==> src/fm_pkg.sv <==
// FM operator register block
// Shared types and address map

package fm_pkg;

	typedef logic [4:0] slot_t;    // {op[1:0], ch[2:0]}
	typedef logic [2:0] ch_t;
	typedef logic [7:0] fm_addr_t;
	typedef logic [7:0] fm_data_t;

	// Register group targeted by a host write
	typedef enum logic [3:0] {
		UPD_NONE,
		UPD_KEYON,
		UPD_CH_CTRL,
		UPD_KC,
		UPD_KF,
		UPD_DT1_MUL,
		UPD_TL,
		UPD_KS_AR,
		UPD_D1L_RR
	} upd_kind_t;

	typedef enum logic [1:0] {
		SCAN_IDLE,
		SCAN_WAIT,    // Waiting for slot 0
		SCAN_APPLY    // Commit round
	} scan_state_t;

	typedef struct packed {
		upd_kind_t kind;
		slot_t     slot;
		fm_data_t  data;
	} fm_write_t;

	typedef struct packed {
		logic [2:0] dt1;
		logic [3:0] mul;
		logic [6:0] tl;
		logic [1:0] ks;
		logic [4:0] ar;
		logic [3:0] d1l;
		logic [3:0] rr;
	} op_params_t;

	typedef struct packed {
		logic [1:0] rl;
		logic [2:0] fb;
		logic [2:0] con;    // Algorithm
		logic [6:0] kc;
		logic [5:0] kf;
	} ch_params_t;

	typedef struct packed {
		slot_t      slot;
		op_params_t op;
		ch_params_t ch;
		logic       keyon;
		logic       carrier;
	} slot_out_t;

	// Address map
	localparam fm_addr_t ADDR_KEYON   = 8'h08;
	localparam fm_addr_t ADDR_CH_CTRL = 8'h20;
	localparam fm_addr_t ADDR_KC      = 8'h28;
	localparam fm_addr_t ADDR_KF      = 8'h30;
	localparam fm_addr_t ADDR_DT1_MUL = 8'h40;
	localparam fm_addr_t ADDR_TL      = 8'h60;
	localparam fm_addr_t ADDR_KS_AR   = 8'h80;
	localparam fm_addr_t ADDR_D1L_RR  = 8'hE0;
	localparam fm_addr_t CH_GRP_MASK  = 8'hF8;    // 8 channels per group
	localparam fm_addr_t OP_GRP_MASK  = 8'hE0;    // 32 slots per group

endpackage

==> src/fm_scan_ctrl.sv <==
// Scan control
// Slot counter, address decode and busy FSM
`timescale 1ns/1ps

module fm_scan_ctrl (
	input  logic              clk,
	input  logic              rst,
	input  logic              wr,
	input  fm_pkg::fm_addr_t  addr,
	input  fm_pkg::fm_data_t  din,
	output logic              busy,
	output fm_pkg::slot_t     cur_slot,
	output logic              apply,
	output fm_pkg::fm_write_t pend
);

	fm_pkg::scan_state_t state;
	fm_pkg::scan_state_t state_nx;
	fm_pkg::upd_kind_t   dec_kind;
	fm_pkg::slot_t       dec_slot;
	logic                take;

	// Address decode
	always_comb begin
		dec_kind = fm_pkg::UPD_NONE;
		dec_slot = addr[4:0];    // Operator groups use the full slot
		if (addr == fm_pkg::ADDR_KEYON)
			dec_kind = fm_pkg::UPD_KEYON;
		else if ((addr & fm_pkg::CH_GRP_MASK) == fm_pkg::ADDR_CH_CTRL)
			dec_kind = fm_pkg::UPD_CH_CTRL;
		else if ((addr & fm_pkg::CH_GRP_MASK) == fm_pkg::ADDR_KC)
			dec_kind = fm_pkg::UPD_KC;
		else if ((addr & fm_pkg::CH_GRP_MASK) == fm_pkg::ADDR_KF)
			dec_kind = fm_pkg::UPD_KF;
		else if ((addr & fm_pkg::OP_GRP_MASK) == fm_pkg::ADDR_DT1_MUL)
			dec_kind = fm_pkg::UPD_DT1_MUL;
		else if ((addr & fm_pkg::OP_GRP_MASK) == fm_pkg::ADDR_TL)
			dec_kind = fm_pkg::UPD_TL;
		else if ((addr & fm_pkg::OP_GRP_MASK) == fm_pkg::ADDR_KS_AR)
			dec_kind = fm_pkg::UPD_KS_AR;
		else if ((addr & fm_pkg::OP_GRP_MASK) == fm_pkg::ADDR_D1L_RR)
			dec_kind = fm_pkg::UPD_D1L_RR;

		// Channel groups only carry the channel
		if (dec_kind == fm_pkg::UPD_CH_CTRL || dec_kind == fm_pkg::UPD_KC ||
				dec_kind == fm_pkg::UPD_KF)
			dec_slot = {2'b00, addr[2:0]};
	end

	assign take = wr && !busy && dec_kind != fm_pkg::UPD_NONE;

	always_comb begin
		state_nx = state;
		case (state)
			fm_pkg::SCAN_IDLE: begin
				if (take)
					state_nx = fm_pkg::SCAN_WAIT;
			end
			fm_pkg::SCAN_WAIT: begin
				if (&cur_slot)    // Round starts on the wrap
					state_nx = fm_pkg::SCAN_APPLY;
			end
			fm_pkg::SCAN_APPLY: begin
				if (&cur_slot)
					state_nx = fm_pkg::SCAN_IDLE;
			end
			default: state_nx = fm_pkg::SCAN_IDLE;
		endcase
	end

	always_ff @(posedge clk) begin
		if (rst) begin
			state     <= fm_pkg::SCAN_IDLE;
			cur_slot  <= '0;
			pend.kind <= fm_pkg::UPD_NONE;
		end else begin
			state    <= state_nx;
			cur_slot <= cur_slot + 5'd1;    // Free running, wraps at 31
			if (take)
				pend <= '{kind: dec_kind, slot: dec_slot, data: din};
		end
	end

	assign busy  = state != fm_pkg::SCAN_IDLE;
	assign apply = state == fm_pkg::SCAN_APPLY;

endmodule

==> src/fm_slot_regs.sv <==
// Slot memories
// Operator and channel parameter storage
`timescale 1ns/1ps

module fm_slot_regs (
	input  logic               clk,
	input  fm_pkg::slot_t      cur_slot,
	input  logic               apply,
	input  fm_pkg::fm_write_t  pend,
	output fm_pkg::slot_t      rd_slot,
	output fm_pkg::op_params_t op_q,
	output fm_pkg::ch_params_t ch_q
);

	fm_pkg::op_params_t op_mem [32];
	fm_pkg::ch_params_t ch_mem [8];

	fm_pkg::slot_t      next_slot;
	fm_pkg::ch_t        cur_ch;
	fm_pkg::ch_t        next_ch;
	fm_pkg::op_params_t op_new;
	fm_pkg::ch_params_t ch_new;
	logic               op_hit;
	logic               ch_hit;
	logic               op_sel;
	logic               ch_sel;

	assign next_slot = cur_slot + 5'd1;
	assign cur_ch    = cur_slot[2:0];
	assign next_ch   = next_slot[2:0];

	assign op_hit = cur_slot == pend.slot;       // Once per round
	assign ch_hit = cur_ch == pend.slot[2:0];    // Four times per round

	// Operator merge, other fields kept from the read value
	always_comb begin
		op_new = op_q;
		op_sel = 1'b0;
		case (pend.kind)
			fm_pkg::UPD_DT1_MUL: begin
				op_new.dt1 = pend.data[6:4];
				op_new.mul = pend.data[3:0];
				op_sel     = op_hit;
			end
			fm_pkg::UPD_TL: begin
				op_new.tl = pend.data[6:0];
				op_sel    = op_hit;
			end
			fm_pkg::UPD_KS_AR: begin
				op_new.ks = pend.data[7:6];
				op_new.ar = pend.data[4:0];
				op_sel    = op_hit;
			end
			fm_pkg::UPD_D1L_RR: begin
				op_new.d1l = pend.data[7:4];
				op_new.rr  = pend.data[3:0];
				op_sel     = op_hit;
			end
			default: op_sel = 1'b0;
		endcase
	end

	// Channel merge
	always_comb begin
		ch_new = ch_q;
		ch_sel = 1'b0;
		case (pend.kind)
			fm_pkg::UPD_CH_CTRL: begin
				ch_new.rl  = pend.data[7:6];
				ch_new.fb  = pend.data[5:3];
				ch_new.con = pend.data[2:0];
				ch_sel     = ch_hit;
			end
			fm_pkg::UPD_KC: begin
				ch_new.kc = pend.data[6:0];
				ch_sel    = ch_hit;
			end
			fm_pkg::UPD_KF: begin
				ch_new.kf = pend.data[7:2];
				ch_sel    = ch_hit;
			end
			default: ch_sel = 1'b0;
		endcase
	end

	// Read one slot ahead so the outputs line up with cur_slot
	always_ff @(posedge clk) begin
		rd_slot <= next_slot;
		op_q    <= op_mem[next_slot];
		ch_q    <= ch_mem[next_ch];
		if (apply && op_sel)
			op_mem[cur_slot] <= op_new;
		if (apply && ch_sel)
			ch_mem[cur_ch] <= ch_new;
	end

endmodule

==> src/fm_keyon.sv <==
// Key-on flags
`timescale 1ns/1ps

module fm_keyon (
	input  logic              clk,
	input  logic              rst,
	input  fm_pkg::slot_t     cur_slot,
	input  logic              apply,
	input  fm_pkg::fm_write_t pend,
	output logic              kon_q
);

	logic [31:0]   flags;    // One per slot
	logic [3:0]    kon_mask;
	fm_pkg::ch_t   kon_ch;
	fm_pkg::slot_t next_slot;
	logic          kon_hit;

	assign kon_mask  = pend.data[6:3];    // Bit per operator M1..C2
	assign kon_ch    = pend.data[2:0];
	assign next_slot = cur_slot + 5'd1;

	// Only the four slots of the target channel change
	assign kon_hit = apply && pend.kind == fm_pkg::UPD_KEYON &&
		cur_slot[2:0] == kon_ch;

	always_ff @(posedge clk) begin
		if (rst) begin
			flags <= '0;
			kon_q <= 1'b0;
		end else begin
			kon_q <= flags[next_slot];    // Same timing as op_q
			if (kon_hit)
				flags[cur_slot] <= kon_mask[cur_slot[4:3]];
		end
	end

endmodule

==> src/fm_slot_out.sv <==
// Slot output stage
// Registers the slot record, decodes carrier from CON
`timescale 1ns/1ps

module fm_slot_out (
	input  logic               clk,
	input  fm_pkg::slot_t      rd_slot,
	input  fm_pkg::op_params_t op_q,
	input  fm_pkg::ch_params_t ch_q,
	input  logic               kon_q,
	output fm_pkg::slot_out_t  slot_data
);

	logic [1:0] op;
	logic       carrier;

	assign op = rd_slot[4:3];    // M1, M2, C1, C2

	// Which operators feed the output for each algorithm
	always_comb begin
		case (ch_q.con)
			3'd0, 3'd1, 3'd2, 3'd3: carrier = op == 2'd3;
			3'd4:                   carrier = op[1];
			3'd5, 3'd6:             carrier = op != 2'd0;
			default:                carrier = 1'b1;
		endcase
	end

	always_ff @(posedge clk) begin
		slot_data <= '{
			slot:    rd_slot,
			op:      op_q,
			ch:      ch_q,
			keyon:   kon_q,
			carrier: carrier
		};
	end

endmodule

==> src/fm_regs_top.sv <==
// FM operator register block top
`timescale 1ns/1ps

module fm_regs_top (
	input  logic              clk,
	input  logic              rst,
	input  logic              wr,
	input  fm_pkg::fm_addr_t  addr,
	input  fm_pkg::fm_data_t  din,
	output logic              busy,
	output fm_pkg::slot_out_t slot_data
);

	fm_pkg::slot_t      cur_slot;
	fm_pkg::slot_t      rd_slot;
	logic               apply;
	fm_pkg::fm_write_t  pend;
	fm_pkg::op_params_t op_q;
	fm_pkg::ch_params_t ch_q;
	logic               kon_q;

	fm_scan_ctrl scan_ctrl_i (
		.clk      (clk),
		.rst      (rst),
		.wr       (wr),
		.addr     (addr),
		.din      (din),
		.busy     (busy),
		.cur_slot (cur_slot),
		.apply    (apply),
		.pend     (pend)
	);

	fm_slot_regs slot_regs_i (
		.clk      (clk),
		.cur_slot (cur_slot),
		.apply    (apply),
		.pend     (pend),
		.rd_slot  (rd_slot),
		.op_q     (op_q),
		.ch_q     (ch_q)
	);

	fm_keyon keyon_i (
		.clk      (clk),
		.rst      (rst),
		.cur_slot (cur_slot),
		.apply    (apply),
		.pend     (pend),
		.kon_q    (kon_q)
	);

	fm_slot_out slot_out_i (
		.clk       (clk),
		.rd_slot   (rd_slot),
		.op_q      (op_q),
		.ch_q      (ch_q),
		.kon_q     (kon_q),
		.slot_data (slot_data)
	);

endmodule

==> config.mk <==
export PLATFORM = sky130hd
export DESIGN_NAME = fm_regs_top
export DESIGN_NICKNAME = d
export VERILOG_FILES = /design/src/fm_pkg.sv /design/src/fm_scan_ctrl.sv /design/src/fm_slot_regs.sv /design/src/fm_keyon.sv /design/src/fm_slot_out.sv /design/src/fm_regs_top.sv
export SDC_FILE = /design/constraint.sdc
export NUM_CORES = 1
export LEC_CHECK = 0
export BUFFER_PORTS_ARGS = -buffer_cell sky130_fd_sc_hd__buf_4
export CORE_MARGIN = 1
export CORE_UTILIZATION = 52
export DETAILED_ROUTE_END_ITERATION = 10
export PLACE_DENSITY_LB_ADDON = 0.15
export SKIP_LAST_GASP = 1
export SYNTH_ARGS = -nofsm -noshare
export SYNTH_HDL_FRONTEND = slang
export SYNTH_SLANG_ARGS = --single-unit
export TNS_END_PERCENT = 30
==> constraint.sdc <==
create_clock -name clk -period 7.35 [get_ports clk]
set_input_delay 0.735 -clock clk [delete_from_list [all_inputs] [get_ports clk]]
set_output_delay 0.735 -clock clk [all_outputs]
set_load 0.02 [all_outputs]
==> summary.md <==
| Metric | Value |
|---|---|
| Outcome | `finished, final reports clean` |
| Area contributors post-synth | `edfxtp_1 70%, mux4_2 13%, dfxtp_1 6.5%, nand2_1 3.4%, mux2_2 1.2%` |
| Final setup vio count | `0` |
| Final Slew Violations | `0` |
| Post-synth top area share | `0.698` |
| Clk slew on worst S/H paths | `0.06 ns` |
| Clock network power share | `0.401` |
| Minimum clock period | `4.25 ns` |
| Seq/Total Area, Yosys | `0.763` |
| Sw Ratio | `0.227` |
| Worst path required time | `7.96 ns` |
| Startpoint Class | `flip-flop` |
| Syn nets | `2531` |
| Initial DRC count | `2936` |
| Maximum vdd drop | `0.217 mV` |
| Area delta synth->final | `13.4%` |
| Ant diodes | `0` |
| Main synth FF type | `edfxtp_1` |
| CTS Root Cell | `clkbuf_16` |
| Worst hold path type | `primary input to flip-flop` |
| Final period util | `0.579` |
| Grt ovf | `0` |
| Core box area | `0.0904 sq mm` |
| Die Width | `305 um` |
| Setup TNS | `0 ns` |
| Mean post-synth cell area | `around 19 sq um` |
| Num rows | `110` |
| P_int | `12.6 mW` |
| Post-route DRC violation count | `0` |
| CTS tree | `done` |
| Routability-driven placement congestion ratio | `0.807` |
| Slew at the pin closest to its max-slew limit | `roughly 1.2 ns` |
| Post-CTS setup buffers | `0` |
| Slew margin rel. | `0.178` |
| CP Class | `flip-flop to flip-flop` |
| ANT nets after route | `0` |
| Gr usage total | `0.260` |
| Final hold viol count | `0` |
| Initial Utilization | `0.528` |
| Post-synth ARST share | `0` |
| Post-cts sizing count | `0` |
| DIE AREA | `0.0930 sq mm` |
| # IOs | `77` |
| Clock Skew | `0.0303 ns` |
| Combinational fraction of design power | `0.087` |
| RSZ-0062 raised after global routing | `false` |
| Max-cap violations | `0` |
| TritonCTS Buffers | `130` |
| Worst setup margin | `3.10 ns` |
| Largest net degree at the start of global routing | `140` |
| Worst-path fanout max | `66` |
| Max Clock Freq | `approximately 0.24 GHz` |
| First-pass GRT wire length | `171000 um` |
| Seq pwr share | `0.512` |
| Leak | `17.7 nW` |
| CTS H-tree lvls | `4` |
| Commonest cells post-synth | `1109 x edfxtp_1, 428 x nand2_1, 281 x mux4_2` |
| Share of cells above drive strength 1 | `0.260` |
| Syn. warnings | `0` |
| Hold Buf Count CTS | `0` |
| Vias in the first global route | `between 20000 and 25000` |
| Chip height | `305 um` |
| Worst slack, placed | `3.03 ns` |
| Wire per inst | `30.2 um` |
| Post-DR vias/cell | `6.20` |
| Nets | `2661` |
| Post-synth EDFFs | `1109` |
| Cells after Synth | `between 2000 and 3000` |
| Leading area contributor after synthesis | `edfxtp_1` |
| Skew-Pair Late Insertion Delay | `around 0.74 ns` |
| Port bufs | `76` |
| CP Capture Type | `flip-flop` |
| DP HPWL | `59100 um` |
| Most common cell in the netlist | `edfxtp_1` |
| WL final | `118000 um` |
| Drt pass-1 iters | `5` |
| Psw | `between 3 and 4 mW` |
| Seq cells post-synth | `1265` |
| Num Clock Sinks | `~1300` |
| Vias | `24300` |
| Worst Path Arrival | `around 5 ns` |
| Clock buffer depth | `3` |
| Cell Pwr Density | `around 300 mW/mm^2` |
| Synthesized area | `~0.048 sq mm` |
| Distinct cells, synth | `between 50 and 60` |
| Initial antenna violation count | `3` |
## cells by family (layout without fill, tap and decap cells)
logic type,Yosys count,count (layout),synth area share
AOI/OAI and AO/OA,143,143,0.0191
muxes,341,341,0.146
xor gates and xnor gates,11,11,0.00257
DFF,1265,1265,0.763
and+or+nand+nor,602,602,0.0532
adders and majority gates,5,5,0.00131
buffers and inverters,140,372,0.0144
## metrics by stage
step	util	hold slack, ns	power, mW	area [sq um]	std cells
2_1_floorplan	-	0.310	9.43	47700	2507
3_3_place_gp	0.552	0.313	9.87	49900	3681
3_5_place_dp	0.552	0.315	9.92	49900	3681
4_1_cts	0.599	0.137	16.4	54100	3915
5_1_grt	0.599	0.161	16.8	54100	3915
6_report	0.599	0.185	16.3	54100	3915
## cell type report
cell class	count	area, sq um
multi-input combinational	1102	11000
tap	1176	1470
fill	6454	36300
clock buffer	183	3660
timing repair buffer	131	1020
clock inverter	51	586
sequential	1265	36400
inverter	7	31.3
## final timing paths
| path | from | endpoint | depth (start not counted) | slack (ns) |
|---|---|---|---|---|
| min reg2reg | slot_regs_i.rd_slot[2]$_DFF_P_ | slot_out_i.slot_data[54]$_DFF_P_ | 0 | 0.33 |
| max | scan_ctrl_i.cur_slot[0]$_SDFF_PP0_ | keyon_i.kon_q$_SDFF_PP0_ | 7 | 3.10 |
| min | din[5] | scan_ctrl_i.pend[5]$_DFFE_PP_ | 1 | 0.18 |
| max reg2reg | scan_ctrl_i.cur_slot[0]$_SDFF_PP0_ | keyon_i.kon_q$_SDFF_PP0_ | 7 | 3.10 |
## registers in the layout (all words and copies together) (netlist names)
register              count
scan_ctrl_i.pend         17
keyon_i.kon_q             1
slot_regs_i.op_mem      928
slot_regs_i.ch_mem      168
slot_out_i.slot_data     57
slot_regs_i.op_q         29
slot_regs_i.rd_slot       5
slot_regs_i.ch_q         21
keyon_i.flags            32
scan_ctrl_i.cur_slot      5
scan_ctrl_i.state         2
## worst max-delay path, stage by stage (launching register included)
cell,delay [ns]
dfxtp_4,1.08
inv_2,0.28
ha_4,1.07
buf_12,0.45
mux4_2,0.55
mux2i_1,0.14
o22ai_1,0.08
a311o_1,0.32
## power groups by stage
| stage | clock network (mW) | registers (mW) | logic, mW |
|---|---|---|---|
| 2_1_floorplan | 0 | 8.51 | 0.923 |
| 6_report | 6.54 | 8.35 | 1.41 |
| 5_1_grt | 6.89 | 8.36 | 1.53 |
| 3_3_place_gp | 0 | 8.50 | 1.37 |
| 3_5_place_dp | 0 | 8.51 | 1.42 |
| 4_1_cts | 6.63 | 8.36 | 1.42 |
## placed cells by master, fill, tap and decap left out, types with 5 or more instances in the layout
master,instances
nor2b_1,33
clkinv_1,11
clkinv_8,5
mux2i_1,10
a21oi_1,12
clkbuf_8,12
nand2b_1,8
mux4_2,281
edfxtp_1,1109
nand3_1,6
nor2_1,49
o31ai_1,29
bufinv_16,10
clkbuf_16,134
xnor2_1,9
buf_4,128
clkinv_2,15
dfxtp_1,155
clkbuf_1,37
o22ai_1,59
inv_1,5
nor2_4,38
o21ai_0,30
mux2_2,50
inv_6,7
nand2_1,426
## per-layer routing
layer | share of wire | routed length, um | GRT usage
met1 | 0.41 | 48900 | 0.368
met2 | 0.49 | 57500 | 0.416
met3 | 0.077 | 9070 | 0.0453
met4 | 0.023 | 2700 | 0.0775
met5 | 0 | 0 | 0
(Power assumes the default switching activity.)
